===== config.mk =====
export PLATFORM = sky130hd
export DESIGN_NAME = uartCtrlTop
export DESIGN_NICKNAME = d
export VERILOG_FILES = /design/src/hdl/uartRegPkg.sv /design/src/hdl/uartIfPkg.sv /design/src/hdl/uartBusDecode.sv /design/src/hdl/uartCfgRegs.sv /design/src/hdl/uartIrqCtrl.sv /design/src/hdl/uartReadMux.sv /design/src/hdl/uartCtrlTop.sv
export SDC_FILE = /design/constraint.sdc
export NUM_CORES = 1
export LEC_CHECK = 0
export BUFFER_PORTS_ARGS = -buffer_cell sky130_fd_sc_hd__buf_2
export CORE_AREA = 4 4 85 147
export DETAILED_ROUTE_END_ITERATION = 6
export DIE_AREA = 0 0 89 151
export GPL_ROUTABILITY_DRIVEN = 0
export PLACE_DENSITY = 0.75
export SLEW_MARGIN = 20
export SYNTH_ARGS = -nofsm -noshare
export SYNTH_HDL_FRONTEND = slang
export SYNTH_SLANG_ARGS = --single-unit

===== constraint.sdc =====
create_clock -name clk -period 2.1 [get_ports clk]
set_input_delay 0.105 -clock clk [delete_from_list [all_inputs] [get_ports clk]]
set_output_delay 0.105 -clock clk [all_outputs]
set_load 0.1 [all_outputs]

===== src/hdl/uartRegPkg.sv =====
// UART control core register map
// Addresses, page and read selectors, and register field layouts
package uartRegPkg;

    // ----------------------------------------
    // Register addresses, banked ones at 1 to 4
    parameter logic [2:0] ADDR_CONTROL   = 3'd0;
    parameter logic [2:0] ADDR_PAGE_1    = 3'd1;
    parameter logic [2:0] ADDR_PAGE_2    = 3'd2;
    parameter logic [2:0] ADDR_PAGE_3    = 3'd3;
    parameter logic [2:0] ADDR_PAGE_4    = 3'd4;
    parameter logic [2:0] ADDR_STATUS1   = 3'd5;
    parameter logic [2:0] ADDR_STATUS2   = 3'd6;
    parameter logic [2:0] ADDR_DATA_PORT = 3'd7;

    // Encoding is {configEn, irqConfigEn, irqLvlEn}
    typedef enum logic [2:0] {
        PAGE_NORMAL  = 3'b000,
        PAGE_NONE    = 3'b001,
        PAGE_CONFIG  = 3'b100,
        PAGE_IRQ_CFG = 3'b110,
        PAGE_IRQ_LVL = 3'b111
    } regPage_e;

    // One entry per readable register
    typedef enum logic [4:0] {
        REG_NONE, REG_CONTROL, REG_MODE, REG_BAUD_HI, REG_BAUD_LO, REG_COMP,
        REG_IRQ_EN1, REG_IRQ_EN2, REG_MASK1, REG_MASK2, REG_TX_TRIG_HI,
        REG_TX_TRIG_LO, REG_IRQ_STAT1, REG_IRQ_STAT2, REG_RX_CNT_HI,
        REG_RX_CNT_LO, REG_STATUS1, REG_STATUS2, REG_RX_DATA
    } regSel_e;

    typedef struct packed {
        logic configEn;
        logic irqConfigEn;
        logic irqLvlEn;
        // Storage only, no clock select behind it
        logic clkSel;
        logic rxEn;
        logic txEn;
        logic rxRst;
        logic txRst;
    } uartCtrl_t;

    // Line mode, one-hot
    typedef enum logic [3:0] {
        NORMAL          = 4'b0001,
        AUTO_ECHO       = 4'b0010,
        LOCAL_LOOPBACK  = 4'b0100,
        REMOTE_LOOPBACK = 4'b1000
    } uartMode_e;

    typedef struct packed {
        uartMode_e mode;
        logic      bigEnd;
        logic      parEn;
        logic      parOdd;
        logic      reserved;
    } uartModeReg_t;

    // Single-cycle write strobes, high during the APB access phase
    typedef struct packed {
        logic mode;
        logic baudHi;
        logic baudLo;
        logic comp;
        logic irqEn1;
        logic irqEn2;
        logic txTrigHi;
        logic txTrigLo;
        logic irqStat1;
        logic irqStat2;
    } regWrStrb_t;

endpackage


===== src/hdl/uartIfPkg.sv =====
// UART control core side interfaces
// Baud generator, encoder, FIFO status and interrupt source bundles
package uartIfPkg;

    // ----------------------------------------
    // Toward the baud generator
    typedef struct packed {
        // Round-down acquisition period in clocks
        logic [15:0] period;
        logic [3:0]  roundUp;
        logic [3:0]  roundDown;
        // Acquisitions per bit, roundUp + roundDown
        logic [4:0]  acqPerBit;
    } baudCfg_t;

    // Toward the transmit and receive encoders
    typedef struct packed {
        logic       parityEn;
        logic       parityOdd;
        logic       bigEnd;
        // One-hot line mode
        logic [3:0] mode;
    } frameCfg_t;

    // ----------------------------------------
    // From the external FIFOs
    typedef struct packed {
        logic        txFull;
        logic        txEmpty;
        logic        rxFull;
        logic        rxEmpty;
        logic [15:0] txLevel;
        logic [15:0] rxLevel;
    } fifoStat_t;

    // InterruptStatus1 in the upper byte, InterruptStatus2 in the lower
    typedef struct packed {
        logic [1:0] rsvdHi;
        logic       rbrk;
        logic       tovr;
        logic       tnful;
        logic       ttrig;
        logic       rsvdLo;
        logic       tout;
        logic       parity;
        logic       framing;
        logic       over;
        logic       txFul;
        logic       txEmpty;
        logic       rxFull;
        logic       rxEmpty;
        logic       rxOvr;
    } irqSrc_t;

endpackage


===== src/hdl/uartBusDecode.sv =====
// UART APB access decode
// Holds UartControl, decodes the page and drives strobes and FIFO pulses
`timescale 1ns/100ps

module uartBusDecode
    import uartRegPkg::*;
    import uartIfPkg::*;
(
    input  logic       clk,
    input  logic       rst,
    input  logic       psel_i,
    input  logic       penable_i,
    input  logic       pwrite_i,
    input  logic [2:0] paddr_i,
    input  logic [7:0] pwdata_i,
    input  fifoStat_t  fifo_i,
    output regWrStrb_t wrStrb_o,
    output logic [7:0] wrData_o,
    output regSel_e    rdSel_o,
    output uartCtrl_t  ctrl_o,
    output logic [7:0] txData_o,
    output logic       txFifoWe_o,
    output logic       rxFifoRd_o,
    output logic       txFifoClr_o,
    output logic       rxFifoClr_o
);

    logic     wrAcc;
    logic     rdAcc;
    regPage_e page;
    regSel_e  sel;
    logic     ctrlWe;
    logic     txPortWe;
    logic     rxPortRd;

    // Pick one of the four banked registers by address
    function automatic regSel_e pageSel(input logic [2:0] addr, input regSel_e r1,
                                        input regSel_e r2, input regSel_e r3,
                                        input regSel_e r4);
        case (addr)
            ADDR_PAGE_1: return r1;
            ADDR_PAGE_2: return r2;
            ADDR_PAGE_3: return r3;
            ADDR_PAGE_4: return r4;
            default:     return REG_NONE;
        endcase
    endfunction

    // Access phase, one cycle with no wait state
    assign wrAcc = psel_i & penable_i & pwrite_i;
    assign rdAcc = psel_i & penable_i & ~pwrite_i;
    assign wrData_o = pwdata_i;

    always_comb begin
        case ({ctrl_o.configEn, ctrl_o.irqConfigEn, ctrl_o.irqLvlEn})
            3'b100:  page = PAGE_CONFIG;
            3'b110:  page = PAGE_IRQ_CFG;
            3'b111:  page = PAGE_IRQ_LVL;
            3'b000:  page = PAGE_NORMAL;
            default: page = PAGE_NONE;
        endcase
    end

    // ----------------------------------------
    // Address plus page to register
    always_comb begin
        case (paddr_i)
            ADDR_CONTROL:   sel = REG_CONTROL;
            ADDR_STATUS1:   sel = REG_STATUS1;
            ADDR_STATUS2:   sel = REG_STATUS2;
            ADDR_DATA_PORT: sel = REG_RX_DATA;
            default: begin
                case (page)
                    PAGE_CONFIG:  sel = pageSel(paddr_i, REG_MODE, REG_BAUD_HI,
                                                REG_BAUD_LO, REG_COMP);
                    PAGE_IRQ_CFG: sel = pageSel(paddr_i, REG_IRQ_EN1, REG_IRQ_EN2,
                                                REG_MASK1, REG_MASK2);
                    // Receive trigger level slots stay empty
                    PAGE_IRQ_LVL: sel = pageSel(paddr_i, REG_NONE, REG_NONE,
                                                REG_TX_TRIG_HI, REG_TX_TRIG_LO);
                    PAGE_NORMAL:  sel = pageSel(paddr_i, REG_IRQ_STAT1, REG_IRQ_STAT2,
                                                REG_RX_CNT_HI, REG_RX_CNT_LO);
                    default:      sel = REG_NONE;
                endcase
            end
        endcase
    end

    // Write strobes, read-only registers get none
    always_comb begin
        wrStrb_o = '0;
        if (wrAcc) begin
            case (sel)
                REG_MODE:       wrStrb_o.mode     = 1'b1;
                REG_BAUD_HI:    wrStrb_o.baudHi   = 1'b1;
                REG_BAUD_LO:    wrStrb_o.baudLo   = 1'b1;
                REG_COMP:       wrStrb_o.comp     = 1'b1;
                REG_IRQ_EN1:    wrStrb_o.irqEn1   = 1'b1;
                REG_IRQ_EN2:    wrStrb_o.irqEn2   = 1'b1;
                REG_TX_TRIG_HI: wrStrb_o.txTrigHi = 1'b1;
                REG_TX_TRIG_LO: wrStrb_o.txTrigLo = 1'b1;
                REG_IRQ_STAT1:  wrStrb_o.irqStat1 = 1'b1;
                REG_IRQ_STAT2:  wrStrb_o.irqStat2 = 1'b1;
                default: ;
            endcase
        end
    end

    // Data port on address 7, full drops the byte and empty reads zero
    assign ctrlWe   = wrAcc && (sel == REG_CONTROL);
    assign txPortWe = wrAcc && (sel == REG_RX_DATA) && !fifo_i.txFull;
    assign rxPortRd = rdAcc && (sel == REG_RX_DATA) && !fifo_i.rxEmpty;
    assign rdSel_o  = (rdAcc && !((sel == REG_RX_DATA) && fifo_i.rxEmpty)) ? sel : REG_NONE;

    // ----------------------------------------
    // UartControl and FIFO pulses
    always_ff @(posedge clk or negedge rst) begin
        if (!rst) begin
            ctrl_o      <= '{configEn: 1'b1, default: 1'b0};
            txFifoClr_o <= 1'b0;
            rxFifoClr_o <= 1'b0;
            txFifoWe_o  <= 1'b0;
            rxFifoRd_o  <= 1'b0;
        end else begin
            // Reset bits become one-cycle clears and never stick
            txFifoClr_o <= ctrlWe & pwdata_i[0];
            rxFifoClr_o <= ctrlWe & pwdata_i[1];
            txFifoWe_o  <= txPortWe;
            rxFifoRd_o  <= rxPortRd;
            if (ctrlWe) begin
                ctrl_o <= {pwdata_i[7:2], 2'b00};
            end
        end
    end

    // Byte held for the FIFO write cycle
    always_ff @(posedge clk) begin
        if (txPortWe) begin
            txData_o <= pwdata_i;
        end
    end

endmodule


===== src/hdl/uartCfgRegs.sv =====
// UART configuration registers
// Mode, baud period and bit compensation toward baud generator and encoders
`timescale 1ns/100ps

module uartCfgRegs
    import uartRegPkg::*;
    import uartIfPkg::*;
#(
    parameter logic [15:0] DEFAULT_PERIOD = 16'd20,
    parameter logic [3:0]  DEFAULT_UP     = 4'd10,
    parameter logic [3:0]  DEFAULT_DOWN   = 4'd5
) (
    input  logic         clk,
    input  logic         rst,
    input  regWrStrb_t   wrStrb_i,
    input  logic [7:0]   wrData_i,
    output baudCfg_t     baud_o,
    output frameCfg_t    frame_o,
    output uartModeReg_t modeReg_o
);

    logic [15:0] period;
    logic [3:0]  roundUp;
    logic [3:0]  roundDown;
    logic [4:0]  acqPerBit;

    always_ff @(posedge clk or negedge rst) begin
        if (!rst) begin
            // Normal mode, odd parity on, little-endian
            modeReg_o <= '{mode: NORMAL, bigEnd: 1'b0, parEn: 1'b1, parOdd: 1'b1,
                           reserved: 1'b0};
            period    <= DEFAULT_PERIOD;
            roundUp   <= DEFAULT_UP;
            roundDown <= DEFAULT_DOWN;
            acqPerBit <= {1'b0, DEFAULT_UP} + {1'b0, DEFAULT_DOWN};
        end else begin
            if (wrStrb_i.mode) begin
                modeReg_o.bigEnd   <= wrData_i[3];
                modeReg_o.parEn    <= wrData_i[2];
                modeReg_o.parOdd   <= wrData_i[1];
                modeReg_o.reserved <= wrData_i[0];
                // Mode only changes on a legal one-hot value
                if ($onehot(wrData_i[7:4])) begin
                    modeReg_o.mode <= uartMode_e'(wrData_i[7:4]);
                end
            end
            if (wrStrb_i.baudHi) begin
                period[15:8] <= wrData_i;
            end
            if (wrStrb_i.baudLo) begin
                period[7:0] <= wrData_i;
            end
            // Sum tracks the compensation write on the same edge
            if (wrStrb_i.comp) begin
                roundUp   <= wrData_i[7:4];
                roundDown <= wrData_i[3:0];
                acqPerBit <= {1'b0, wrData_i[7:4]} + {1'b0, wrData_i[3:0]};
            end
        end
    end

    // ----------------------------------------
    // Core side outputs
    assign baud_o.period    = period;
    assign baud_o.roundUp   = roundUp;
    assign baud_o.roundDown = roundDown;
    assign baud_o.acqPerBit = acqPerBit;

    assign frame_o.parityEn  = modeReg_o.parEn;
    assign frame_o.parityOdd = modeReg_o.parOdd;
    assign frame_o.bigEnd    = modeReg_o.bigEnd;
    assign frame_o.mode      = modeReg_o.mode;

endmodule


===== src/hdl/uartIrqCtrl.sv =====
// UART interrupt control
// Enables, sticky status with write-one-to-clear, TX trigger level and request
`timescale 1ns/100ps

module uartIrqCtrl
    import uartRegPkg::*;
    import uartIfPkg::*;
#(
    parameter int LEVEL_W = 16
) (
    input  logic               clk,
    input  logic               rst,
    input  regWrStrb_t         wrStrb_i,
    input  logic [7:0]         wrData_i,
    input  fifoStat_t          fifo_i,
    input  logic               rxParityErr_i,
    input  logic               rxFrameErr_i,
    output irqSrc_t            irqEn_o,
    output irqSrc_t            irqStat_o,
    output logic [LEVEL_W-1:0] txTrig_o,
    output logic               ttrig_o,
    output logic               irq_o
);

    // Bits with a real source: TTRIG, PARITY, FRAMING and the four FIFO flags
    localparam logic [15:0] IRQ_IMPL = 16'h04DE;

    irqSrc_t     src;
    logic [15:0] w1c;

    // ----------------------------------------
    // Live interrupt sources
    always_comb begin
        src         = '0;
        src.ttrig   = fifo_i.txLevel[LEVEL_W-1:0] < txTrig_o;
        src.parity  = rxParityErr_i;
        src.framing = rxFrameErr_i;
        src.txFul   = fifo_i.txFull;
        src.txEmpty = fifo_i.txEmpty;
        src.rxFull  = fifo_i.rxFull;
        src.rxEmpty = fifo_i.rxEmpty;
    end

    assign ttrig_o = src.ttrig;

    // Clear mask from either status byte write
    assign w1c = {wrStrb_i.irqStat1 ? wrData_i : 8'h00,
                  wrStrb_i.irqStat2 ? wrData_i : 8'h00};

    always_ff @(posedge clk or negedge rst) begin
        if (!rst) begin
            irqEn_o   <= '0;
            irqStat_o <= '0;
            txTrig_o  <= '0;
        end else begin
            if (wrStrb_i.irqEn1) begin
                irqEn_o[15:8] <= wrData_i & IRQ_IMPL[15:8];
            end
            if (wrStrb_i.irqEn2) begin
                irqEn_o[7:0] <= wrData_i & IRQ_IMPL[7:0];
            end
            // A source set beats a clear in the same cycle
            irqStat_o <= (irqStat_o & ~w1c) | src;
            if (wrStrb_i.txTrigHi) begin
                txTrig_o[LEVEL_W-1 -: 8] <= wrData_i;
            end
            if (wrStrb_i.txTrigLo) begin
                txTrig_o[7:0] <= wrData_i;
            end
        end
    end

    // Request is any enabled pending bit
    assign irq_o = |(irqStat_o & irqEn_o);

endmodule


===== src/hdl/uartReadMux.sv =====
// UART read data selection
// Register read-back plus UartStatus1/2 and receive count assembly
`timescale 1ns/100ps

module uartReadMux
    import uartRegPkg::*;
    import uartIfPkg::*;
#(
    parameter int LEVEL_W = 16
) (
    input  regSel_e            rdSel_i,
    input  uartCtrl_t          ctrl_i,
    input  uartModeReg_t       modeReg_i,
    input  baudCfg_t           baud_i,
    input  irqSrc_t            irqEn_i,
    input  irqSrc_t            irqStat_i,
    input  logic [LEVEL_W-1:0] txTrig_i,
    input  logic               ttrig_i,
    input  fifoStat_t          fifo_i,
    input  logic [7:0]         rxData_i,
    output logic [7:0]         prdata_o
);

    logic [15:0] mask;

    // Mask is what would actually raise the request
    assign mask = irqStat_i & irqEn_i;

    always_comb begin
        case (rdSel_i)
            REG_CONTROL:    prdata_o = ctrl_i;
            REG_MODE:       prdata_o = modeReg_i;
            REG_BAUD_HI:    prdata_o = baud_i.period[15:8];
            REG_BAUD_LO:    prdata_o = baud_i.period[7:0];
            REG_COMP:       prdata_o = {baud_i.roundUp, baud_i.roundDown};
            REG_IRQ_EN1:    prdata_o = irqEn_i[15:8];
            REG_IRQ_EN2:    prdata_o = irqEn_i[7:0];
            REG_MASK1:      prdata_o = mask[15:8];
            REG_MASK2:      prdata_o = mask[7:0];
            REG_TX_TRIG_HI: prdata_o = txTrig_i[LEVEL_W-1 -: 8];
            REG_TX_TRIG_LO: prdata_o = txTrig_i[7:0];
            REG_IRQ_STAT1:  prdata_o = irqStat_i[15:8];
            REG_IRQ_STAT2:  prdata_o = irqStat_i[7:0];
            // Received byte count is the RX FIFO level
            REG_RX_CNT_HI:  prdata_o = fifo_i.rxLevel[LEVEL_W-1 -: 8];
            REG_RX_CNT_LO:  prdata_o = fifo_i.rxLevel[7:0];
            // TTRIG sits at bit 5
            REG_STATUS1:    prdata_o = {2'b00, ttrig_i, 5'b00000};
            REG_STATUS2:    prdata_o = {3'b000, fifo_i.txFull, fifo_i.txEmpty,
                                        fifo_i.rxFull, fifo_i.rxEmpty, 1'b0};
            REG_RX_DATA:    prdata_o = rxData_i;
            default:        prdata_o = 8'h00;
        endcase
    end

endmodule


===== src/hdl/uartCtrlTop.sv =====
// UART host-side control core
// APB register map driving the baud generator, encoders and external FIFOs
`timescale 1ns/100ps

module uartCtrlTop
    import uartRegPkg::*;
    import uartIfPkg::*;
#(
    parameter logic [15:0] DEFAULT_PERIOD = 16'd20,
    parameter logic [3:0]  DEFAULT_UP     = 4'd10,
    parameter logic [3:0]  DEFAULT_DOWN   = 4'd5,
    parameter int          LEVEL_W        = 16
) (
    input  logic       clk,
    input  logic       rst,
    // APB slave
    input  logic       psel_i,
    input  logic       penable_i,
    input  logic       pwrite_i,
    input  logic [2:0] paddr_i,
    input  logic [7:0] pwdata_i,
    output logic [7:0] prdata_o,
    // Core side
    output baudCfg_t   baud_o,
    output frameCfg_t  frame_o,
    // FIFOs
    input  fifoStat_t  fifo_i,
    output logic [7:0] txData_o,
    output logic       txFifoWe_o,
    input  logic [7:0] rxData_i,
    output logic       rxFifoRd_o,
    output logic       txFifoClr_o,
    output logic       rxFifoClr_o,
    // Errors, enables, interrupt
    input  logic       rxParityErr_i,
    input  logic       rxFrameErr_i,
    output logic       txEn_o,
    output logic       rxEn_o,
    output logic       irq_o
);

    regWrStrb_t         wrStrb;
    logic [7:0]         wrData;
    regSel_e            rdSel;
    uartCtrl_t          ctrl;
    uartModeReg_t       modeReg;
    irqSrc_t            irqEn;
    irqSrc_t            irqStat;
    logic [LEVEL_W-1:0] txTrig;
    logic               ttrig;

    assign txEn_o = ctrl.txEn;
    assign rxEn_o = ctrl.rxEn;

    // ----------------------------------------
    // Bus side
    uartBusDecode uBusDecode (
        .clk, .rst, .psel_i, .penable_i, .pwrite_i, .paddr_i, .pwdata_i, .fifo_i,
        .wrStrb_o (wrStrb),
        .wrData_o (wrData),
        .rdSel_o  (rdSel),
        .ctrl_o   (ctrl),
        .txData_o, .txFifoWe_o, .rxFifoRd_o, .txFifoClr_o, .rxFifoClr_o
    );

    uartReadMux #(.LEVEL_W(LEVEL_W)) uReadMux (
        .rdSel_i   (rdSel),
        .ctrl_i    (ctrl),
        .modeReg_i (modeReg),
        .baud_i    (baud_o),
        .irqEn_i   (irqEn),
        .irqStat_i (irqStat),
        .txTrig_i  (txTrig),
        .ttrig_i   (ttrig),
        .fifo_i, .rxData_i, .prdata_o
    );

    // ----------------------------------------
    // Register banks
    uartCfgRegs #(
        .DEFAULT_PERIOD (DEFAULT_PERIOD),
        .DEFAULT_UP     (DEFAULT_UP),
        .DEFAULT_DOWN   (DEFAULT_DOWN)
    ) uCfgRegs (
        .clk, .rst,
        .wrStrb_i  (wrStrb),
        .wrData_i  (wrData),
        .baud_o, .frame_o,
        .modeReg_o (modeReg)
    );

    uartIrqCtrl #(.LEVEL_W(LEVEL_W)) uIrqCtrl (
        .clk, .rst,
        .wrStrb_i  (wrStrb),
        .wrData_i  (wrData),
        .fifo_i, .rxParityErr_i, .rxFrameErr_i,
        .irqEn_o   (irqEn),
        .irqStat_o (irqStat),
        .txTrig_o  (txTrig),
        .ttrig_o   (ttrig),
        .irq_o
    );

endmodule


==> summary.md <==
| Metric | Value |
|---|---|
| Register area | `between 2000 and 2500 um^2` |
| Reg2Reg Depth | `12` |
| Placed Cells incl. Taps | `approximately 900` |
| Post-synthesis net count | `621` |
| Status | `finished with violations` |
| Worst R2R Setup Slack | `-0.68 ns` |
| Setup ws final | `-0.879 ns` |
| Type of origin of the critical path | `register` |
| Crit Path Class | `register to output pin` |
| Clock Skews | `0.00942 ns` |
| DP Wirelength | `15.7 mm` |
| TritonCTS buffer count | `9` |
| Die height | `151 um` |
| Critical path endpoint | `prdata_o[2]` |
| Fin nets | `875` |
| Post-route ant nets | `0` |
| Top_reg_cell synth | `dfrtp_1` |
| Pin count of the biggest net entering global routing | `52` |
| Global-route wire length before repair | `between 30 and 40 mm` |
| Failing checks | `negative setup slack` |
| Layout cells sized above 1 | `0.565` |
| CP Launch Point | `uBusDecode.ctrl_o[7]` |
| Critical path required time | `~2.0 ns` |
| TritonCTS Sinks | `94` |
| Leak | `0.00408 uW` |
| RSZ-0062 raised after global routing | `true` |
| Max-slew violation count | `0` |
| Grt total ovfl | `0` |
| H-tree levels | `3` |
| Worst R2R Start | `uBusDecode.ctrl_o[7]` |
| Top-count cell post-synth | `dfrtp_1` |
| GRT Overall Usage | `0.365` |
| Vias per cell | `6.64` |
| Largest cells by area after synthesis | `dfrtp_1 (32%), mux2_2 (8.5%), dfstp_2 (6.6%), ha_1 (5.0%), edfxtp_1 (4.3%)` |
| Mapped Area | `between 5000 and 6000 um^2` |
| Final Cell Area | `8640 um^2` |
| Fin. Hold Viols | `0` |
| Actual slew at the worst max-slew pin | `0.660 ns` |
| Initial antenna violation count | `0` |
| Syn Inst Count | `535` |
| Cell variety after synth | `75` |
| FMAX | `between 0.3 and 0.4 GHz` |
| DRT iter0 DRCs | `772` |
| Die Wd | `around 89 um` |
| Tcrit/Tclk final | `1.42` |
| CP max FO | `7` |
| Routed length per placed instance | `between 20 and 30 um` |
| CP most frequent cell | `buf_4` |
| WP data arrival | `2.87 ns` |
| Crit-path cells | `buf_6 -> and2b_2 -> a211oi_4 -> buf_4 -> nor3_2 -> a211o_1 -> a2111oi_2 -> buf_4 -> o211ai_1 -> buf_12` |
| Row count | `52` |
| RR Endpoint | `uCfgRegs.frame_o[3]` |
| Starting Density | `0.487` |
| Count of buffer and inverter cells on the critical path | `4` |
| Element type at the critical path end | `output pin` |
| Drt first pass iters | `7` |
| Tmin final | `2.98 ns` |
| I/O pin total | `about 120` |
| Routed WL | `~25 mm` |
| FFs w/ async S/R, synth | `0.915` |
| DRC errors left | `0` |
| Post-layout instance count excluding filler cells | `just over 900` |
| Rel. slew slack | `0.554` |
| Ant diodes | `0` |
| Final Util | `0.759` |
| Max Root-Sink Buffers | `2` |
| Via count | `6171` |
| Power density over the cells | `839 nW/um^2` |
| Worst-path clk slew | `0.07 ns` |
| PortBufs | `120` |
| Post-synthesis sequential area ratio | `0.434` |
| Yosys warnings | `0` |
| Number of max-cap violations | `0` |
| Dpl cell area | `7380 um^2` |
| Post-synth top cells | `dfrtp_1 (72), nand2_1 (59), mux2_2 (42), o21ai_0 (26), inv_1 (24)` |
| Pre-CTS setup slack | `-0.475 ns` |
| Core box area | `around 11000 um^2` |
| Area growth from synthesis to layout | `55.7%` |
| Synth Register Bits | `94` |
| Fillers | `649` |
| Number of global-route vias before repair | `around 6.4k` |
| HP Class | `input port to register` |
| Clock network latency to the later pin of the worst-skew pair | `between 0.3 and 0.4 ns` |
| VDD IR max | `between 0.6 and 0.7 mV` |
| Crit-path slowest cell | `dfstp_2` |
| Final setup vio count | `84` |
| Share of the synthesized area in the top cell type | `0.325` |
| EDFF count, synth | `8` |
| Multi-input gate area | `3460 um^2` |
| CTS tree | `done` |
| Worst path depth | `10` |
| Avg Cell Area, Syn | `10.4 um^2` |
| Die Footprint | `13400 um^2` |
| CTS root buffer | `clkbuf_16` |
| Slowest stage delay, CP | `0.41 ns` |
| Top Family by Delay on Critical Path | `compound AO/OA/AOI/OAI gates` |
| Leading area contributor after synthesis | `dfrtp_1` |
[cell usage in the layout, fill, tap and decap left out, types with 9 or more instances in the layout]
cell type / instances
buf_2: 111
buf_4: 108
dfrtp_1: 70
nand2_1: 41
buf_6: 39
inv_1: 24
mux2_4: 22
ha_1: 22
mux2_2: 20
nand2_2: 18
nand3_1: 15
dfstp_2: 14
nor2_1: 13
nand4_1: 13
o21ai_2: 13
o21ai_0: 13
buf_12: 13
a21oi_1: 12
clkbuf_16: 10
a21o_1: 9
a22o_1: 9
[sequential cells by signal, indices dropped and copies added (netlist names)]
name	count
uIrqCtrl.irqEn_o	7
uBusDecode.rxFifoClr_o	1
uBusDecode.ctrl_o	6
uCfgRegs.acqPerBit	5
uBusDecode.txFifoClr_o	1
uCfgRegs.frame_o	7
uCfgRegs.roundDown	4
uBusDecode.txData_o	8
uCfgRegs.modeReg_o	1
uIrqCtrl.irqStat_o	16
uCfgRegs.period	16
uCfgRegs.roundUp	4
uBusDecode.txFifoWe_o	1
uBusDecode.rxFifoRd_o	1
uIrqCtrl.txTrig_o	16
[per-layer routing]
metal  up-vias  routed length, um  track usage
li1       2505                  -            -
met1      2941               7880        0.415
met2       537              12000        0.591
met3       188               2310       0.0719
met4         0               2520        0.276
met5         -                  0            0
[through the flow]
| stage | hold WS [ns] | power [uW] | TNS (ns) |
|---|---|---|---|
| 3_3_place_gp | 0.101 | 4550 | -15.02 |
| 5_1_grt | 0.109 | 7400 | -31.08 |
| 6_report | 0.108 | 7250 | -28.48 |
| 2_1_floorplan | -0.191 | 3800 | -5.36 |
| 4_1_cts | 0.104 | 6880 | -21.80 |
| 3_5_place_dp | 0.110 | 4610 | -17.98 |
[worst min-delay path by stage]
stage | startpoint | to | slack (ns) | cells after the start
2_1_floorplan | rst | uBusDecode.ctrl_o[2] | -0.19 | 0
3_3_place_gp | rst | uBusDecode.txFifoWe_o | 0.10 | 1
3_5_place_dp | rst | uBusDecode.txFifoWe_o | 0.11 | 1
4_1_cts | fifo_i[32] | uIrqCtrl.irqStat_o[1] | 0.10 | 3
5_1_grt | fifo_i[32] | uIrqCtrl.irqStat_o[1] | 0.11 | 3
6_report | fifo_i[32] | uIrqCtrl.irqStat_o[1] | 0.11 | 3
[tightest hold or removal path, stage by stage]
cell    delay [ns]
buf_2         0.10
buf_4         0.14
a21o_1        0.08
[report_power, final]
part / internal, uW / switching, uW
registers: 2000 / 179
logic: 1310 / 1970
clock network: 1050 / 747
[cell type report]
class | count | area share
multi-input combinational | 380 | 0.400
inverter | 24 | 0.0104
timing repair buffer | 280 | 0.254
clock buffer | 11 | 0.0269
tap | 135 | 0.0196
sequential | 94 | 0.279
clock inverter | 5 | 0.00956
[what timing repair did]
action | in CTS | in global routing
gates cloned | 4 | 0
endpoints found under the setup margin | 78 | 90
setup buffers | 19 | 14
hold endpoints to repair | 36 | 0
hold buffers | 6 | 0
gates resized for setup | 116 | 57
pin swaps | 37 | 26
[cell families (layout without fill, tap and decap cells)]
| group | count (synthesis) | in the layout | share of synthesized area |
|---|---|---|---|
| adders and majority gates | 24 | 24 | 0.0568 |
| muxes | 43 | 43 | 0.0870 |
| buffers and inverters | 62 | 320 | 0.0548 |
| and+or+nand+nor | 164 | 165 | 0.165 |
| DFF | 94 | 94 | 0.434 |
| xor gates and xnor gates | 5 | 5 | 0.00789 |
| AOI/OAI and AO/OA | 143 | 143 | 0.194 |
Note: power is estimated with default switching activity, not from simulation.
